**src/rtl/rtos_cfg_pkg.sv**
```systemverilog
package rtos_cfg_pkg;

    // datapath and id widths
    localparam int XLEN       = 32;  // data word
    localparam int ADDR_W     = 32;  // byte address toward context memory
    localparam int TASK_ID_W  = 3;   // caps the table at 8 tasks
    localparam int PRIO_W     = 4;   // larger value wins
    localparam int REG_ADDR_W = 5;   // cold register index from the core

    // frame layout
    // cold regs first, then the csr words
    localparam int CSR_WORDS   = 2;
    localparam int MEPC_OFS    = 0;  // offset past the last cold reg
    localparam int MSTATUS_OFS = 1;
    localparam int WORD_SHIFT  = 2;  // 4 bytes per frame word

    // custom instruction, carried in funct3
    typedef enum logic [2:0] {
        OP_CREATE  = 3'd0,  // id, prio -> 1 on success
        OP_DELETE  = 3'd1,  // id -> 0
        OP_GET_CUR = 3'd2   // -> running task id
    } cust_op_e;

    // words per saved frame for a given cold bank size
    function automatic int frame_words(input int num_cold);
        return num_cold + CSR_WORDS;
    endfunction

endpackage
```
**src/rtl/rtos_if_pkg.sv**
```systemverilog
package rtos_if_pkg;

    // csr pair taken on trap, handed back on restore
    typedef struct packed {
        logic [rtos_cfg_pkg::XLEN-1:0] mepc;
        logic [rtos_cfg_pkg::XLEN-1:0] mstatus;
    } trap_csr_t;

    // decoded custom instruction from the core
    typedef struct packed {
        rtos_cfg_pkg::cust_op_e             funct3;
        logic [rtos_cfg_pkg::TASK_ID_W-1:0] id;    // low bits of rs1
        logic [rtos_cfg_pkg::PRIO_W-1:0]    prio;  // low bits of rs2, create only
    } cust_inst_t;

    // one word access toward context memory
    typedef struct packed {
        logic [rtos_cfg_pkg::ADDR_W-1:0] addr;   // byte address
        logic [rtos_cfg_pkg::XLEN-1:0]   wdata;  // don't care on reads
        logic                            we;
    } mem_req_t;

    // register bank write, used by core and controller alike
    typedef struct packed {
        logic [rtos_cfg_pkg::REG_ADDR_W-1:0] addr;
        logic [rtos_cfg_pkg::XLEN-1:0]       data;
    } rf_wr_t;

endpackage

```
**src/rtl/rtos_ctx_top.sv**
```systemverilog
`timescale 1ns/1ps

module rtos_ctx_top #(
    parameter int NUM_TASKS     = 8,
    parameter int NUM_COLD_REGS = 8
) (
    input  logic                                clk_i,
    input  logic                                rst_n_i,
    // cold register port
    input  logic [rtos_cfg_pkg::REG_ADDR_W-1:0] raddr_i,
    output logic [rtos_cfg_pkg::XLEN-1:0]       rdata_o,
    input  rtos_if_pkg::rf_wr_t                 wr_i,
    input  logic                                we_i,
    // trap and return
    input  logic                                trap_i,
    input  rtos_if_pkg::trap_csr_t              trap_csr_i,
    input  logic                                mret_i,
    output logic                                mret_ready_o,
    output logic                                busy_o,
    output rtos_if_pkg::trap_csr_t              restore_o,
    output logic                                restore_valid_o,
    // custom instructions
    input  logic                                inst_en_i,
    input  rtos_if_pkg::cust_inst_t             inst_i,
    output logic [rtos_cfg_pkg::XLEN-1:0]       inst_rd_o,
    output logic                                inst_done_o,
    // context memory
    output rtos_if_pkg::mem_req_t               mem_req_o,
    output logic                                mem_valid_o,
    input  logic                                mem_ready_i,
    input  logic                                mem_rvalid_i,
    input  logic [rtos_cfg_pkg::XLEN-1:0]       mem_rdata_i
);
    import rtos_cfg_pkg::*;
    import rtos_if_pkg::*;

    localparam int IDX_W = $clog2(frame_words(NUM_COLD_REGS));

    logic [TASK_ID_W-1:0]  cur_id;
    logic [TASK_ID_W-1:0]  next_id;
    logic                  sel_go;
    logic                  sel_done;
    logic                  word_go;
    logic                  word_we;
    logic [IDX_W-1:0]      word_idx;
    logic [TASK_ID_W-1:0]  word_task;
    logic [XLEN-1:0]       word_wdata;
    logic                  word_done;
    logic [XLEN-1:0]       word_rdata;
    logic [REG_ADDR_W-1:0] rf_raddr;
    logic [XLEN-1:0]       rf_rdata;
    rf_wr_t                rf_wr;
    logic                  rf_we;

    assign mret_ready_o = ~busy_o;  // mret stalls while a switch runs

    ctx_ctrl #(.NUM_COLD_REGS(NUM_COLD_REGS)) ctrl0 (
        .clk_i, .rst_n_i, .trap_i, .trap_csr_i, .busy_o, .restore_o, .restore_valid_o,
        .cur_id_o(cur_id), .next_id_i(next_id), .sel_go_o(sel_go), .sel_done_i(sel_done),
        .word_go_o(word_go), .word_we_o(word_we), .word_idx_o(word_idx),
        .word_task_o(word_task), .word_wdata_o(word_wdata), .word_done_i(word_done),
        .word_rdata_i(word_rdata), .rf_raddr_o(rf_raddr), .rf_rdata_i(rf_rdata),
        .rf_wr_o(rf_wr), .rf_we_o(rf_we)
    );

    task_sched #(.NUM_TASKS(NUM_TASKS)) sched0 (
        .clk_i, .rst_n_i, .inst_en_i, .inst_i, .inst_rd_o, .inst_done_o,
        .cur_id_i(cur_id), .sel_go_i(sel_go), .sel_done_o(sel_done), .next_id_o(next_id)
    );

    cold_regfile #(.NUM_COLD_REGS(NUM_COLD_REGS)) rf0 (
        .clk_i, .rst_n_i, .raddr_i, .rdata_o, .wr_i, .we_i,
        .ctl_raddr_i(rf_raddr), .ctl_rdata_o(rf_rdata), .ctl_wr_i(rf_wr), .ctl_we_i(rf_we),
        .busy_i(busy_o)
    );

    ctx_mem_port #(.NUM_COLD_REGS(NUM_COLD_REGS)) mem0 (
        .clk_i, .rst_n_i, .word_go_i(word_go), .word_we_i(word_we), .word_idx_i(word_idx),
        .word_task_i(word_task), .word_wdata_i(word_wdata), .word_done_o(word_done),
        .word_rdata_o(word_rdata), .mem_req_o, .mem_valid_o, .mem_ready_i, .mem_rvalid_i,
        .mem_rdata_i
    );

endmodule

```
**src/rtl/ctx_ctrl.sv**
```systemverilog
`timescale 1ns/1ps

module ctx_ctrl #(
    parameter int  NUM_COLD_REGS = 8,
    localparam int FRAME_WORDS   = rtos_cfg_pkg::frame_words(NUM_COLD_REGS),
    localparam int IDX_W         = $clog2(FRAME_WORDS)
) (
    input  logic                                clk_i,
    input  logic                                rst_n_i,
    // core trap side
    input  logic                                trap_i,
    input  rtos_if_pkg::trap_csr_t              trap_csr_i,
    output logic                                busy_o,
    output rtos_if_pkg::trap_csr_t              restore_o,
    output logic                                restore_valid_o,
    // scheduler
    output logic [rtos_cfg_pkg::TASK_ID_W-1:0]  cur_id_o,
    input  logic [rtos_cfg_pkg::TASK_ID_W-1:0]  next_id_i,
    output logic                                sel_go_o,
    input  logic                                sel_done_i,
    // memory port
    output logic                                word_go_o,
    output logic                                word_we_o,
    output logic [IDX_W-1:0]                    word_idx_o,
    output logic [rtos_cfg_pkg::TASK_ID_W-1:0]  word_task_o,
    output logic [rtos_cfg_pkg::XLEN-1:0]       word_wdata_o,
    input  logic                                word_done_i,
    input  logic [rtos_cfg_pkg::XLEN-1:0]       word_rdata_i,
    // register bank
    output logic [rtos_cfg_pkg::REG_ADDR_W-1:0] rf_raddr_o,
    input  logic [rtos_cfg_pkg::XLEN-1:0]       rf_rdata_i,
    output rtos_if_pkg::rf_wr_t                 rf_wr_o,
    output logic                                rf_we_o
);
    import rtos_cfg_pkg::*;
    import rtos_if_pkg::*;

    typedef enum logic [2:0] {IDLE, SAVE, SELECT, LOAD, DONE} ctx_st_e;

    localparam logic [IDX_W-1:0] LAST_IDX = IDX_W'(FRAME_WORDS - 1);

    ctx_st_e              st_q;
    logic                 wait_q;    // word or search in flight
    logic [IDX_W-1:0]     idx_q;     // frame word being moved
    logic [TASK_ID_W-1:0] cur_id_q;
    logic [TASK_ID_W-1:0] nxt_id_q;  // picked task, loaded from
    trap_csr_t            csr_q;     // trapped mepc/mstatus
    trap_csr_t            restore_q;
    logic                 accept;
    logic                 is_cold;   // word lives in the register bank
    logic                 is_mepc;
    logic                 is_mstat;
    logic                 last_word;

    assign busy_o          = st_q inside {SAVE, SELECT, LOAD};  // low again in DONE
    assign restore_valid_o = (st_q == DONE);
    assign restore_o       = restore_q;
    assign cur_id_o        = cur_id_q;
    assign accept          = trap_i && !busy_o;

    assign is_cold   = int'(idx_q) < NUM_COLD_REGS;
    assign is_mepc   = int'(idx_q) == NUM_COLD_REGS + MEPC_OFS;
    assign is_mstat  = int'(idx_q) == NUM_COLD_REGS + MSTATUS_OFS;
    assign last_word = (idx_q == LAST_IDX);

    // one go per word, then wait for done
    assign word_go_o    = (st_q == SAVE || st_q == LOAD) && !wait_q;
    assign word_we_o    = (st_q == SAVE);
    assign word_idx_o   = idx_q;
    assign word_task_o  = (st_q == SAVE) ? cur_id_q : nxt_id_q;
    assign word_wdata_o = is_cold ? rf_rdata_i : (is_mepc ? csr_q.mepc : csr_q.mstatus);
    assign sel_go_o     = (st_q == SELECT) && !wait_q;

    // bank read for save, bank write as load data returns
    assign rf_raddr_o   = REG_ADDR_W'(idx_q);
    assign rf_wr_o.addr = REG_ADDR_W'(idx_q);
    assign rf_wr_o.data = word_rdata_i;
    assign rf_we_o      = (st_q == LOAD) && word_done_i && is_cold;

    always_ff @(posedge clk_i) begin
        if (!rst_n_i) begin
            st_q     <= IDLE;
            wait_q   <= 1'b0;
            idx_q    <= '0;
            cur_id_q <= '0;
        end else begin
            case (st_q)
                IDLE, DONE: begin
                    st_q   <= accept ? SAVE : IDLE;  // back to back trap from DONE
                    idx_q  <= '0;
                    wait_q <= 1'b0;
                end
                SAVE, LOAD: begin
                    if (word_go_o) wait_q <= 1'b1;
                    if (word_done_i) begin
                        wait_q <= 1'b0;
                        idx_q  <= last_word ? '0 : idx_q + 1'b1;
                        if (last_word) begin
                            st_q <= (st_q == SAVE) ? SELECT : DONE;
                            if (st_q == LOAD) cur_id_q <= nxt_id_q;  // switch takes effect
                        end
                    end
                end
                SELECT: begin
                    if (sel_go_o) wait_q <= 1'b1;
                    if (sel_done_i) begin
                        wait_q <= 1'b0;
                        st_q   <= LOAD;
                    end
                end
                default: st_q <= IDLE;
            endcase
        end
    end

    // payload, no reset
    always_ff @(posedge clk_i) begin
        if (accept) csr_q <= trap_csr_i;
        if (sel_done_i) nxt_id_q <= next_id_i;
        if (st_q == LOAD && word_done_i) begin
            if (is_mepc) restore_q.mepc <= word_rdata_i;
            if (is_mstat) restore_q.mstatus <= word_rdata_i;
        end
    end

endmodule

```
**src/rtl/ctx_mem_port.sv**
```systemverilog
`timescale 1ns/1ps

module ctx_mem_port #(
    parameter int  NUM_COLD_REGS = 8,
    localparam int FRAME_WORDS   = rtos_cfg_pkg::frame_words(NUM_COLD_REGS),
    localparam int IDX_W         = $clog2(FRAME_WORDS)
) (
    input  logic                               clk_i,
    input  logic                               rst_n_i,
    // word access from the controller
    input  logic                               word_go_i,
    input  logic                               word_we_i,
    input  logic [IDX_W-1:0]                   word_idx_i,
    input  logic [rtos_cfg_pkg::TASK_ID_W-1:0] word_task_i,
    input  logic [rtos_cfg_pkg::XLEN-1:0]      word_wdata_i,
    output logic                               word_done_o,
    output logic [rtos_cfg_pkg::XLEN-1:0]      word_rdata_o,
    // context memory
    output rtos_if_pkg::mem_req_t              mem_req_o,
    output logic                               mem_valid_o,
    input  logic                               mem_ready_i,
    input  logic                               mem_rvalid_i,
    input  logic [rtos_cfg_pkg::XLEN-1:0]      mem_rdata_i
);
    import rtos_cfg_pkg::*;

    typedef enum logic [1:0] {P_IDLE, P_REQ, P_RESP} port_st_e;

    port_st_e          st_q;
    logic [ADDR_W-1:0] word_addr;
    logic              rd_ret;  // read data arrives this cycle

    // task frame base plus word offset, in bytes
    assign word_addr = (ADDR_W'(word_task_i) * ADDR_W'(FRAME_WORDS) + ADDR_W'(word_idx_i))
                       << WORD_SHIFT;
    assign mem_valid_o = (st_q == P_REQ);
    // zero latency read may come back in the accept cycle
    assign rd_ret = mem_rvalid_i &&
                    (st_q == P_RESP || (st_q == P_REQ && mem_ready_i && !mem_req_o.we));

    always_ff @(posedge clk_i) begin
        if (!rst_n_i) begin
            st_q        <= P_IDLE;
            word_done_o <= 1'b0;
        end else begin
            word_done_o <= 1'b0;
            case (st_q)
                P_IDLE: if (word_go_i) st_q <= P_REQ;
                P_REQ: begin
                    if (mem_ready_i) begin
                        st_q        <= (mem_req_o.we || rd_ret) ? P_IDLE : P_RESP;
                        word_done_o <= mem_req_o.we || rd_ret;  // writes end at accept
                    end
                end
                P_RESP: begin
                    if (rd_ret) begin
                        st_q        <= P_IDLE;
                        word_done_o <= 1'b1;
                    end
                end
                default: st_q <= P_IDLE;
            endcase
        end
    end

    // request held stable until accepted
    always_ff @(posedge clk_i) begin
        if (st_q == P_IDLE && word_go_i) begin
            mem_req_o.addr  <= word_addr;
            mem_req_o.wdata <= word_wdata_i;
            mem_req_o.we    <= word_we_i;
        end
        if (rd_ret) word_rdata_o <= mem_rdata_i;
    end

endmodule

```
**src/rtl/task_sched.sv**
```systemverilog
`timescale 1ns/1ps

module task_sched #(
    parameter int NUM_TASKS = 8
) (
    input  logic                               clk_i,
    input  logic                               rst_n_i,
    input  logic                               inst_en_i,
    input  rtos_if_pkg::cust_inst_t            inst_i,
    output logic [rtos_cfg_pkg::XLEN-1:0]      inst_rd_o,
    output logic                               inst_done_o,
    input  logic [rtos_cfg_pkg::TASK_ID_W-1:0] cur_id_i,
    input  logic                               sel_go_i,
    output logic                               sel_done_o,
    output logic [rtos_cfg_pkg::TASK_ID_W-1:0] next_id_o
);
    import rtos_cfg_pkg::*;

    logic [NUM_TASKS-1:0] vld_q;             // task ready bits
    logic [PRIO_W-1:0]    prio_q [NUM_TASKS];
    logic                 id_ok;             // id fits the table
    logic                 best_hit;
    logic [TASK_ID_W-1:0] best_id;
    logic [PRIO_W-1:0]    best_prio;

    assign id_ok = int'(inst_i.id) < NUM_TASKS;

    // valid bits and done strobes
    always_ff @(posedge clk_i) begin
        if (!rst_n_i) begin
            vld_q       <= '0;
            inst_done_o <= 1'b0;
            sel_done_o  <= 1'b0;
        end else begin
            inst_done_o <= inst_en_i;  // fixed one cycle
            sel_done_o  <= sel_go_i;
            if (inst_en_i && id_ok) begin
                if (inst_i.funct3 == OP_CREATE) vld_q[inst_i.id] <= 1'b1;
                if (inst_i.funct3 == OP_DELETE) vld_q[inst_i.id] <= 1'b0;
            end
        end
    end

    // priorities, instruction result and picked id
    always_ff @(posedge clk_i) begin
        if (inst_en_i) begin
            inst_rd_o <= '0;
            case (inst_i.funct3)
                OP_CREATE: begin
                    if (id_ok) begin
                        prio_q[inst_i.id] <= inst_i.prio;
                        inst_rd_o         <= XLEN'(1);
                    end
                end
                OP_GET_CUR: inst_rd_o <= XLEN'(cur_id_i);
                default: inst_rd_o <= '0;  // delete and unknown codes
            endcase
        end
        if (sel_go_i) next_id_o <= best_id;
    end

    // linear search, strict compare keeps the lowest id on ties
    always_comb begin
        best_hit  = 1'b0;
        best_id   = cur_id_i;  // nothing ready, stay put
        best_prio = '0;
        for (int i = 0; i < NUM_TASKS; i++) begin
            if (vld_q[i] && (!best_hit || prio_q[i] > best_prio)) begin
                best_hit  = 1'b1;
                best_id   = TASK_ID_W'(i);
                best_prio = prio_q[i];
            end
        end
    end

endmodule

```
**src/rtl/cold_regfile.sv**
```systemverilog
`timescale 1ns/1ps

module cold_regfile #(
    parameter int NUM_COLD_REGS = 8
) (
    input  logic                                clk_i,
    input  logic                                rst_n_i,
    // core side
    input  logic [rtos_cfg_pkg::REG_ADDR_W-1:0] raddr_i,
    output logic [rtos_cfg_pkg::XLEN-1:0]       rdata_o,
    input  rtos_if_pkg::rf_wr_t                 wr_i,
    input  logic                                we_i,
    // controller side, used during save and load
    input  logic [rtos_cfg_pkg::REG_ADDR_W-1:0] ctl_raddr_i,
    output logic [rtos_cfg_pkg::XLEN-1:0]       ctl_rdata_o,
    input  rtos_if_pkg::rf_wr_t                 ctl_wr_i,
    input  logic                                ctl_we_i,
    input  logic                                busy_i
);
    import rtos_cfg_pkg::*;

    localparam int RIDX_W = $clog2(NUM_COLD_REGS);

    logic [XLEN-1:0] regs_q [NUM_COLD_REGS];

    // out of range reads give zero
    assign rdata_o     = (int'(raddr_i) < NUM_COLD_REGS) ? regs_q[raddr_i[RIDX_W-1:0]] : '0;
    assign ctl_rdata_o = (int'(ctl_raddr_i) < NUM_COLD_REGS) ?
                         regs_q[ctl_raddr_i[RIDX_W-1:0]] : '0;

    always_ff @(posedge clk_i) begin
        if (!rst_n_i) begin
            for (int i = 0; i < NUM_COLD_REGS; i++) begin
                regs_q[i] <= '0;
            end
        end else begin
            if (we_i && !busy_i && int'(wr_i.addr) < NUM_COLD_REGS) begin  // frozen mid switch
                regs_q[wr_i.addr[RIDX_W-1:0]] <= wr_i.data;
            end
            // restore write last so it wins a same-address clash
            if (ctl_we_i && int'(ctl_wr_i.addr) < NUM_COLD_REGS) begin
                regs_q[ctl_wr_i.addr[RIDX_W-1:0]] <= ctl_wr_i.data;
            end
        end
    end

endmodule

```
**config.mk**
```make
export PLATFORM = sky130hd
export DESIGN_NAME = rtos_ctx_top
export DESIGN_NICKNAME = d
export VERILOG_FILES = /design/src/rtl/rtos_cfg_pkg.sv /design/src/rtl/rtos_if_pkg.sv /design/src/rtl/rtos_ctx_top.sv /design/src/rtl/ctx_ctrl.sv /design/src/rtl/ctx_mem_port.sv /design/src/rtl/task_sched.sv /design/src/rtl/cold_regfile.sv
export SDC_FILE = /design/constraint.sdc
export NUM_CORES = 1
export LEC_CHECK = 0
export ABC_AREA = 1
export BUFFER_PORTS_ARGS = -buffer_cell sky130_fd_sc_hd__buf_2
export CAP_MARGIN = 25
export CORE_UTILIZATION = 30
export DETAILED_ROUTE_END_ITERATION = 7
export GPL_ROUTABILITY_DRIVEN = 0
export PLACE_DENSITY_LB_ADDON = 0.15
export SLEW_MARGIN = 30
export SYNTH_ARGS = -nofsm -noshare
export SYNTH_HDL_FRONTEND = slang
export SYNTH_SLANG_ARGS = --single-unit
```
**constraint.sdc**
```tcl
create_clock -name clk_i -period 12.6 [get_ports clk_i]
set_clock_uncertainty 0.1 [all_clocks]
set_input_delay 3.15 -clock clk_i [delete_from_list [all_inputs] [get_ports clk_i]]
set_output_delay 3.15 -clock clk_i [all_outputs]
set_load 0.03 [all_outputs]
```
-- Yosys cells after proc, flatten, opt, wreduce, memory -nomap -nowiden
Memory sizes are Yosys's and may differ from the RTL's. A register that Yosys moved wholly into a read port is not among the register bits.
Index checks and enable logic that the tools add are counted.
- bits of input ports: 156
- output and inout bits: 198
- word-level logic and storage cells: 193
- memories: 2
- register bits after elaboration: 285
- memory bits (writable): 288
- reduce and logical (&&, ||, !) cells: 59
- muxes and demuxes: 72
- eq/ne operators: 19
- magnitude comparators: 12
- add/sub/neg operators: 2
- bitwise logic cells: 4
- $mul: 1
- memories (name ; depth ; bits a word ; rd ports ; clocked after memory_dff ; wr ports ; line ; source):
    rf0.regs_q ; 8 ; 32 ; 2 ; 1 ; 8 ; cold_regfile.sv:24 ; logic [XLEN-1:0] regs_q [NUM_COLD_REGS];
    sched0.prio_q ; 8 ; 4 ; 8 ; 0 ; 1 ; task_sched.sv:20 ; logic [PRIO_W-1:0] prio_q [NUM_TASKS];
- operators by type and width (operator ; number):
    $mux 32 ; 5
    $reduce_or 32->1 ; 2
    $mux 3 ; 13
    $mux 4 ; 9
    $mux 8 ; 4
    $gt 4x4->1 ; 7
    $mux 1 ; 28
    $logic_and 1x1->1 ; 20
    $eq 4x4->1 const B ; 3
    $mux 2 ; 6
    $ne 2x1->1 const B ; 6
    $logic_not 1->1 ; 10
    $logic_or 1x1->1 ; 10
    $lt 5x4->1 const B ; 2
    $eq 3x2->1 const B ; 3
    $pmux 3 s3 ; 1
    $reduce_and 3->1 ; 3
    $add 7x4->8 ; 1
    $and 8x8->8 ; 1
    $not 8->8 ; 1
    $or 8x8->8 ; 1
    $pmux 4 s2 ; 1
    $eq 3x1->1 const B ; 2
    $logic_not 3->1 ; 2
    other kinds (22) ; 28

-- Depth between registers and ports, before layout
An unclocked memory read counts as a cell.
- word-level depth: 30
- depth in mapped cells: 77
- depth with buffers taken out: 76

-- Modules after synthesis
A second synthesis with hierarchy kept.
- cells, all modules: 3644
- area, all modules: 29570.9 µm²
- modules (own cells, without submodules) (module ; seq. area each (µm²) ; cells an instance ; area each (µm²) ; times used):
    cold_regfile ; 7687.4 ; 2695 ; 17966.0 ; 1
    ctx_ctrl ; 4154.0 ; 432 ; 5709.2 ; 1
    task_sched ; 1341.3 ; 357 ; 3078.0 ; 1
    ctx_mem_port ; 2252.2 ; 159 ; 2813.9 ; 1
    rtos_ctx_top ; 0.0 ; 1 ; 3.8 ; 1

-- Worst setup path before layout
OpenSTA, ideal clock, no wires.
- path kind: register -> register
- start: register sched0.vld_q[0]
- end: register sched0.next_id_o[1] (netlist name), data pin
- path slack: 4.506 ns
- buffers on the path: 1
- stages on the path, launching flop included: 72
- library setup time: 0.256 ns
- required time: 12.244 ns
- arrival: 7.739 ns
- period minus slack after synthesis: 8.094 ns
- path through: dfxtp_1 -> clkbuf_1 -> nand2_1 -> ha_1 -> nand2_1 -> inv_1 -> nand2_1 -> nand2_1 -> nand2_1 -> nand2_1 -> nand2_1 -> nand2_1 -> nand2_1 -> inv_1 -> ha_1 -> inv_1 -> o21bai_1 -> nand2_1 -> [... 36 more ...] -> nand2_1 -> o21bai_1 -> nand2_1 -> o21ai_0 -> nand2_1 -> nand2_1 -> or2_2 -> nand2_1 -> ha_1 -> inv_1 -> nor2_1 -> o21bai_1 -> nand2_1 -> o21ai_0 -> o21ai_0 -> nand2_1 -> nand2_1 -> a31o_2
- word-level cells in the longest chain between the ends: 29
- elaborated cells between the ends (all ways): 49
- classes of those cells: order compare (7); mux (20); reduce/logical (22)
- ends and longest elaborated chain (element ; line ; source):
    from (decl) ; task_sched.sv:19 ; logic [NUM_TASKS-1:0] vld_q;
    from (signal assigned) ; task_sched.sv:31 ; vld_q <= '0;
    from (signal, indexed assignment) ; task_sched.sv:38 ; if (inst_i.funct3 == OP_CREATE) vld_q[inst_i.id] <= 1'b1;
    from (signal, indexed assignment) ; task_sched.sv:39 ; if (inst_i.funct3 == OP_DELETE) vld_q[inst_i.id] <= 1'b0;
    $mux 4 or $mux 1 (tied branches) ; task_sched.sv:68 ; if (vld_q[i] && (!best_hit || prio_q[i] > best_prio)) begin
    $gt 4x4->1 or $logic_not 1->1 (tied branches) ; task_sched.sv:68 ;
    $logic_or 1x1->1 ; task_sched.sv:68 ;
    $logic_and 1x1->1 ; task_sched.sv:68 ;
    $mux 4 or $mux 1 (tied branches) ; task_sched.sv:68 ;
    $gt 4x4->1 or $logic_not 1->1 (tied branches) ; task_sched.sv:68 ;
    $logic_or 1x1->1 ; task_sched.sv:68 ;
    $logic_and 1x1->1 ; task_sched.sv:68 ;
    [... 13 more ...] ; -- ;
    $gt 4x4->1 or $logic_not 1->1 (tied branches) ; task_sched.sv:68 ;
    $logic_or 1x1->1 ; task_sched.sv:68 ;
    $logic_and 1x1->1 ; task_sched.sv:68 ;
    $mux 4 or $mux 1 (tied branches) ; task_sched.sv:68 ;
    $gt 4x4->1 or $logic_not 1->1 (tied branches) ; task_sched.sv:68 ;
    $logic_or 1x1->1 ; task_sched.sv:68 ;
    $logic_and 1x1->1 ; task_sched.sv:68 ;
    $reduce_or 2->1 (no source line) ; -- ;
    to (signal assigned) ; task_sched.sv:59 ; if (sel_go_i) next_id_o <= best_id;
    to (decl) ; task_sched.sv:15 ; output logic [rtos_cfg_pkg::TASK_ID_W-1:0] next_id_o
Parallel ways exist; a longest one is shown, timed or not.
A chain may end at the register's enable or synchronous reset.

-- Final worst setup path
- start: register sched0.vld_q[0]
- end: register sched0.next_id_o[2] (netlist name), data pin
- word-level cells in the longest chain between the ends: 29
- elaborated cells between the ends (all ways): 47
- classes of those cells: order compare (7); mux (18); reduce/logical (22)
- ends and longest elaborated chain (element ; line):
    $mux 4 or $mux 1 (tied branches) ; task_sched.sv:68
    $gt 4x4->1 or $logic_not 1->1 (tied branches) ; task_sched.sv:68
    $logic_or 1x1->1 ; task_sched.sv:68
    $logic_and 1x1->1 ; task_sched.sv:68
    $mux 4 or $mux 1 (tied branches) ; task_sched.sv:68
    $gt 4x4->1 or $logic_not 1->1 (tied branches) ; task_sched.sv:68
    $logic_or 1x1->1 ; task_sched.sv:68
    $logic_and 1x1->1 ; task_sched.sv:68
    [... 13 more ...] ; --
    $gt 4x4->1 or $logic_not 1->1 (tied branches) ; task_sched.sv:68
    $logic_or 1x1->1 ; task_sched.sv:68
    $logic_and 1x1->1 ; task_sched.sv:68
    $mux 4 or $mux 1 (tied branches) ; task_sched.sv:68
    $gt 4x4->1 or $logic_not 1->1 (tied branches) ; task_sched.sv:68
    $logic_or 1x1->1 ; task_sched.sv:68
    $logic_and 1x1->1 ; task_sched.sv:68
    $reduce_or 4->1 (no source line) ; --
Parallel ways exist; a longest one is shown, timed or not.

==> insert_results.sql <==
INSERT INTO impl_metrics (metric_group, metric, value, unit) VALUES
('power_and_ir_drop', 'leakagePower', '11.2', 'nW'),
('grt', 'grt_max_degree', '88', ''),
('synthesis', 'synth_flop_cell', 'sky130_fd_sc_hd__edfxtp_1', ''),
('cts', 'cts_resized', '0', ''),
('final_layout', 'drive_above_1_share', '18.3', '%'),
('power_and_ir_drop', 'clkPwrFrac', '35.5', '%'),
('placed_design', 'pre_cts_slack', '3.43', 'ns'),
('final_layout', 'fin_area', '29000', 'um^2'),
('final_layout', 'layout.filler_cells', '8130', ''),
('floorplan', 'die_x', '289', 'um'),
('synthesis', 'yosys-top-cells-count', 'sky130_fd_sc_hd__edfxtp_1 (498), sky130_fd_sc_hd__o21ai_0 (377), sky130_fd_sc_hd__nor2_1 (322), sky130_fd_sc_hd__a21oi_1 (213), sky130_fd_sc_hd__inv_1 (206)', ''),
('power_and_ir_drop', 'power_frac_seq', '45.5', '%'),
('synthesis', 'synth_edf_count', '498', ''),
('final_layout', 'area.growth.synth_to_final', '17.2', '%'),
('timing', 'timing.fmax', '0.107', 'GHz'),
('timing', 'hold_fails_final_rpt', '0', ''),
('detailed_routing', 'detail_route.iter0.violations', '1259', ''),
('cts', 'cts_made_buffers', '59', ''),
('critical_path', 'crit_path_max_incr_delay', '0.48', 'ns'),
('synthesis', 'synth_top_cells_by_area', 'sky130_fd_sc_hd__edfxtp_1 (60%), sky130_fd_sc_hd__o21ai_0 (7.6%), sky130_fd_sc_hd__nor2_1 (4.9%), sky130_fd_sc_hd__a21oi_1 (4.3%), sky130_fd_sc_hd__inv_1 (3.1%)', ''),
('critical_path', 'timing.critical_path.from_type', 'flip-flop', ''),
('detailed_routing', 'vias_per_cell', '4.92', ''),
('floorplan', 'num_rows', '104', ''),
('final_layout', 'post-route-util', '35.8', '%'),
('placed_design', 'portBuffers', '299', ''),
('cts', 'postCtsSetupRepairBufs', '0', ''),
('synthesis', 'ys_async_sr_fraction', '0', '%'),
('power_and_ir_drop', 'power.combinational.fraction', '19.0', '%'),
('floorplan', 'floorplan.core_area', '81100', 'um^2'),
('cts', 'cts_hold_buffers', '0', ''),
('placed_design', 'placedInstanceArea', '27100', 'um^2'),
('floorplan', 'num_io_pins', '354', ''),
('detailed_routing', 'postRouteWirelength', '76.3', 'mm'),
('cts', 'path_clk_slew', '0.06', 'ns'),
('critical_path', 'slowest_stage', 'sky130_fd_sc_hd__dfxtp_1', ''),
('detailed_routing', 'detail_route.first_pass.iterations', '5', ''),
('flow_run', 'drv.max_cap_violation_count', '0', ''),
('power_and_ir_drop', 'net_switching_share_of_the_total_power', '30.6', '%'),
('synthesis', 'netlist.area_leader.share', '60.4', '%'),
('timing', 'period_utilization_post_route', '74.0', '%'),
('timing', 'report.final.slew_viol_count', '0', ''),
('timing', 'timing.final.crit_period', '9.33', 'ns'),
('final_layout', 'sequential_cell_area', '15500', 'um^2'),
('synthesis', 'synth-seq-cells', '525', ''),
('final_layout', 'finalNonFillerCells', '3694', ''),
('power_and_ir_drop', 'cell_internal_pwr', '3.36', 'mW'),
('timing', 'worst-slew-pin-transition', '0.952', 'ns'),
('floorplan', 'die_y', '289', 'um'),
('cts', 'worstSkewPairLatency', '0.62', 'ns'),
('timing', 'setup_tns', '0', 'ns'),
('critical_path', 'path_class', 'reg2reg', ''),
('power_and_ir_drop', 'cellPowerDensity', '167', 'nW/um^2'),
('critical_path', 'crit_end_element', 'flip-flop', ''),
('synthesis', 'ys_seq_area_share', '62.6', '%'),
('timing', 'fin_worst_hold_slack', '0.327', 'ns'),
('outcome', 'outcome', 'complete, no violations', ''),
('power_and_ir_drop', 'finalPower', '4.85', 'mW'),
('synthesis', 'syn_area', '24800', 'um^2'),
('grt', 'first_global_vias', '17600', ''),
('final_layout', 'multi_input_comb_area', '7720', 'um^2'),
('placed_design', 'hpwl', '47.1', 'mm'),
('power_and_ir_drop', 'worst_ir_drop_on_vdd', '0.115', 'mV'),
('floorplan', 'fp.dieArea', '83700', 'um^2'),
('detailed_routing', 'drc', '0', ''),
('timing', 'setup-violations-final', '0', ''),
('power_and_ir_drop', 'power.switching', '1.48', 'mW'),
('grt', 'first_pass_grt_wire_length', '109', 'mm'),
('cts', 'clock_sinks', '525', ''),
('detailed_routing', 'routed_wire_length_per_instance', '20.7', 'um'),
('detailed_routing', 'ant_nets', '0', ''),
('timing', 'relSlewSlack', '34.7', '%');
## path summary, 6_finish.rpt
path                                          start                  end  slack [ns]  cells after the start
worst max-delay path                sched0.vld_q[0]  sched0.next_id_o[2]        3.27                     70
worst min-delay path            sched0.next_id_o[1]    ctrl0.nxt_id_q[1]        0.33                      0
worst max register to register      sched0.vld_q[0]  sched0.next_id_o[2]        3.27                     70
worst min register to register  sched0.next_id_o[1]    ctrl0.nxt_id_q[1]        0.33                      0
## cells by family (layout without fill, tap and decap cells)
kind of cell	count (synthesis)	in the layout	share of synthesized area (%)
AO/OA/AOI/OAI	714	714	15.4
buffers and inverters	411	652	7.62
multiplexers	63	63	2.55
XOR/XNOR	4	4	0.142
AND/OR/NAND/NOR	581	581	9.59
flip-flops	525	525	62.6
other	1	54	0.0151
adder cells (fa/ha/maj)	41	41	2.10
## cells in the final DEF (no fill, tap or decap), types with 9 or more instances in the layout
master / Yosys / final
sky130_fd_sc_hd__nand2_1: 168 / 165
sky130_fd_sc_hd__nor3_1: 14 / 14
sky130_fd_sc_hd__clkinv_1: 2 / 13
sky130_fd_sc_hd__nor2_1: 322 / 318
sky130_fd_sc_hd__mux2i_2: 0 / 11
sky130_fd_sc_hd__o22ai_1: 33 / 33
sky130_fd_sc_hd__dfxtp_1: 27 / 25
sky130_fd_sc_hd__inv_1: 206 / 204
sky130_fd_sc_hd__conb_1: 1 / 53
sky130_fd_sc_hd__o21ai_0: 377 / 377
sky130_fd_sc_hd__ha_1: 40 / 40
sky130_fd_sc_hd__clkbuf_16: 0 / 59
sky130_fd_sc_hd__or2_2: 10 / 10
sky130_fd_sc_hd__edfxtp_1: 498 / 498
sky130_fd_sc_hd__clkinv_2: 0 / 14
sky130_fd_sc_hd__mux2i_1: 63 / 52
sky130_fd_sc_hd__a31oi_1: 35 / 35
sky130_fd_sc_hd__o211ai_1: 34 / 34
sky130_fd_sc_hd__a211oi_1: 9 / 9
sky130_fd_sc_hd__a21oi_1: 213 / 213
sky130_fd_sc_hd__nand3_1: 31 / 30
sky130_fd_sc_hd__buf_2: 14 / 297
sky130_fd_sc_hd__clkbuf_1: 102 / 10
sky130_fd_sc_hd__buf_4: 57 / 31
## critical path: cells and delay by family (launching register included)
family	cells	cell delay [ns]
simple gates	38	3.93
fa+ha+maj	7	2.03
compound gates	17	1.78
flops	1	0.48
buf+inv	8	0.75
## layout make-up
class / instances / share of cell area, %
sequential: 525 / 53.4
multi-input combinational: 1456 / 26.6
timing repair buffer: 331 / 6.04
clock buffer: 69 / 5.22
tap: 1060 / 4.57
inverter: 213 / 2.76
clock inverter: 39 / 1.34
antenna: 1 / 0.00863
## power groups by stage
stage	registers, mW	clock network, mW	logic [mW]
2_1_floorplan	2.30	0	0.534
3_3_place_gp	2.24	0	0.923
3_5_place_dp	2.24	0	0.936
4_1_cts	2.21	1.76	0.938
5_1_grt	2.23	1.83	1.01
6_report	2.21	1.72	0.921
## layer usage
metal	wire, um	vias up	part of all wire [%]	track usage [%]
met4	3520	4	4.6	8.37
met5	23	-	0.030	0
met3	4280	128	5.6	2.91
met2	37700	491	49	30.3
li1	-	8654	-	-
met1	30800	8887	40	21.6
## flip-flops by register name, indices dropped and copies added (netlist names), named ones only
| name | cells |
|---|---|
| sched0.vld_q | 8 |
| ctrl0.wait_q | 1 |
| mem0.st_q | 2 |
| mem0.word_rdata_o | 32 |
| ctrl0.restore_o | 64 |
| sched0.next_id_o | 3 |
| sched0.inst_done_o | 1 |
| rf0.regs_q | 256 |
| sched0.sel_done_o | 1 |
| ctrl0.cur_id_o | 3 |
| sched0.inst_rd_o | 3 |
| ctrl0.csr_q | 64 |
| ctrl0.st_q | 3 |
| mem0.word_done_o | 1 |
| ctrl0.word_idx_o | 4 |
| mem0.mem_req_o | 41 |
| sched0.prio_q | 32 |
| ctrl0.nxt_id_q | 3 |
No activity file was read; power rests on OpenSTA's default activity.
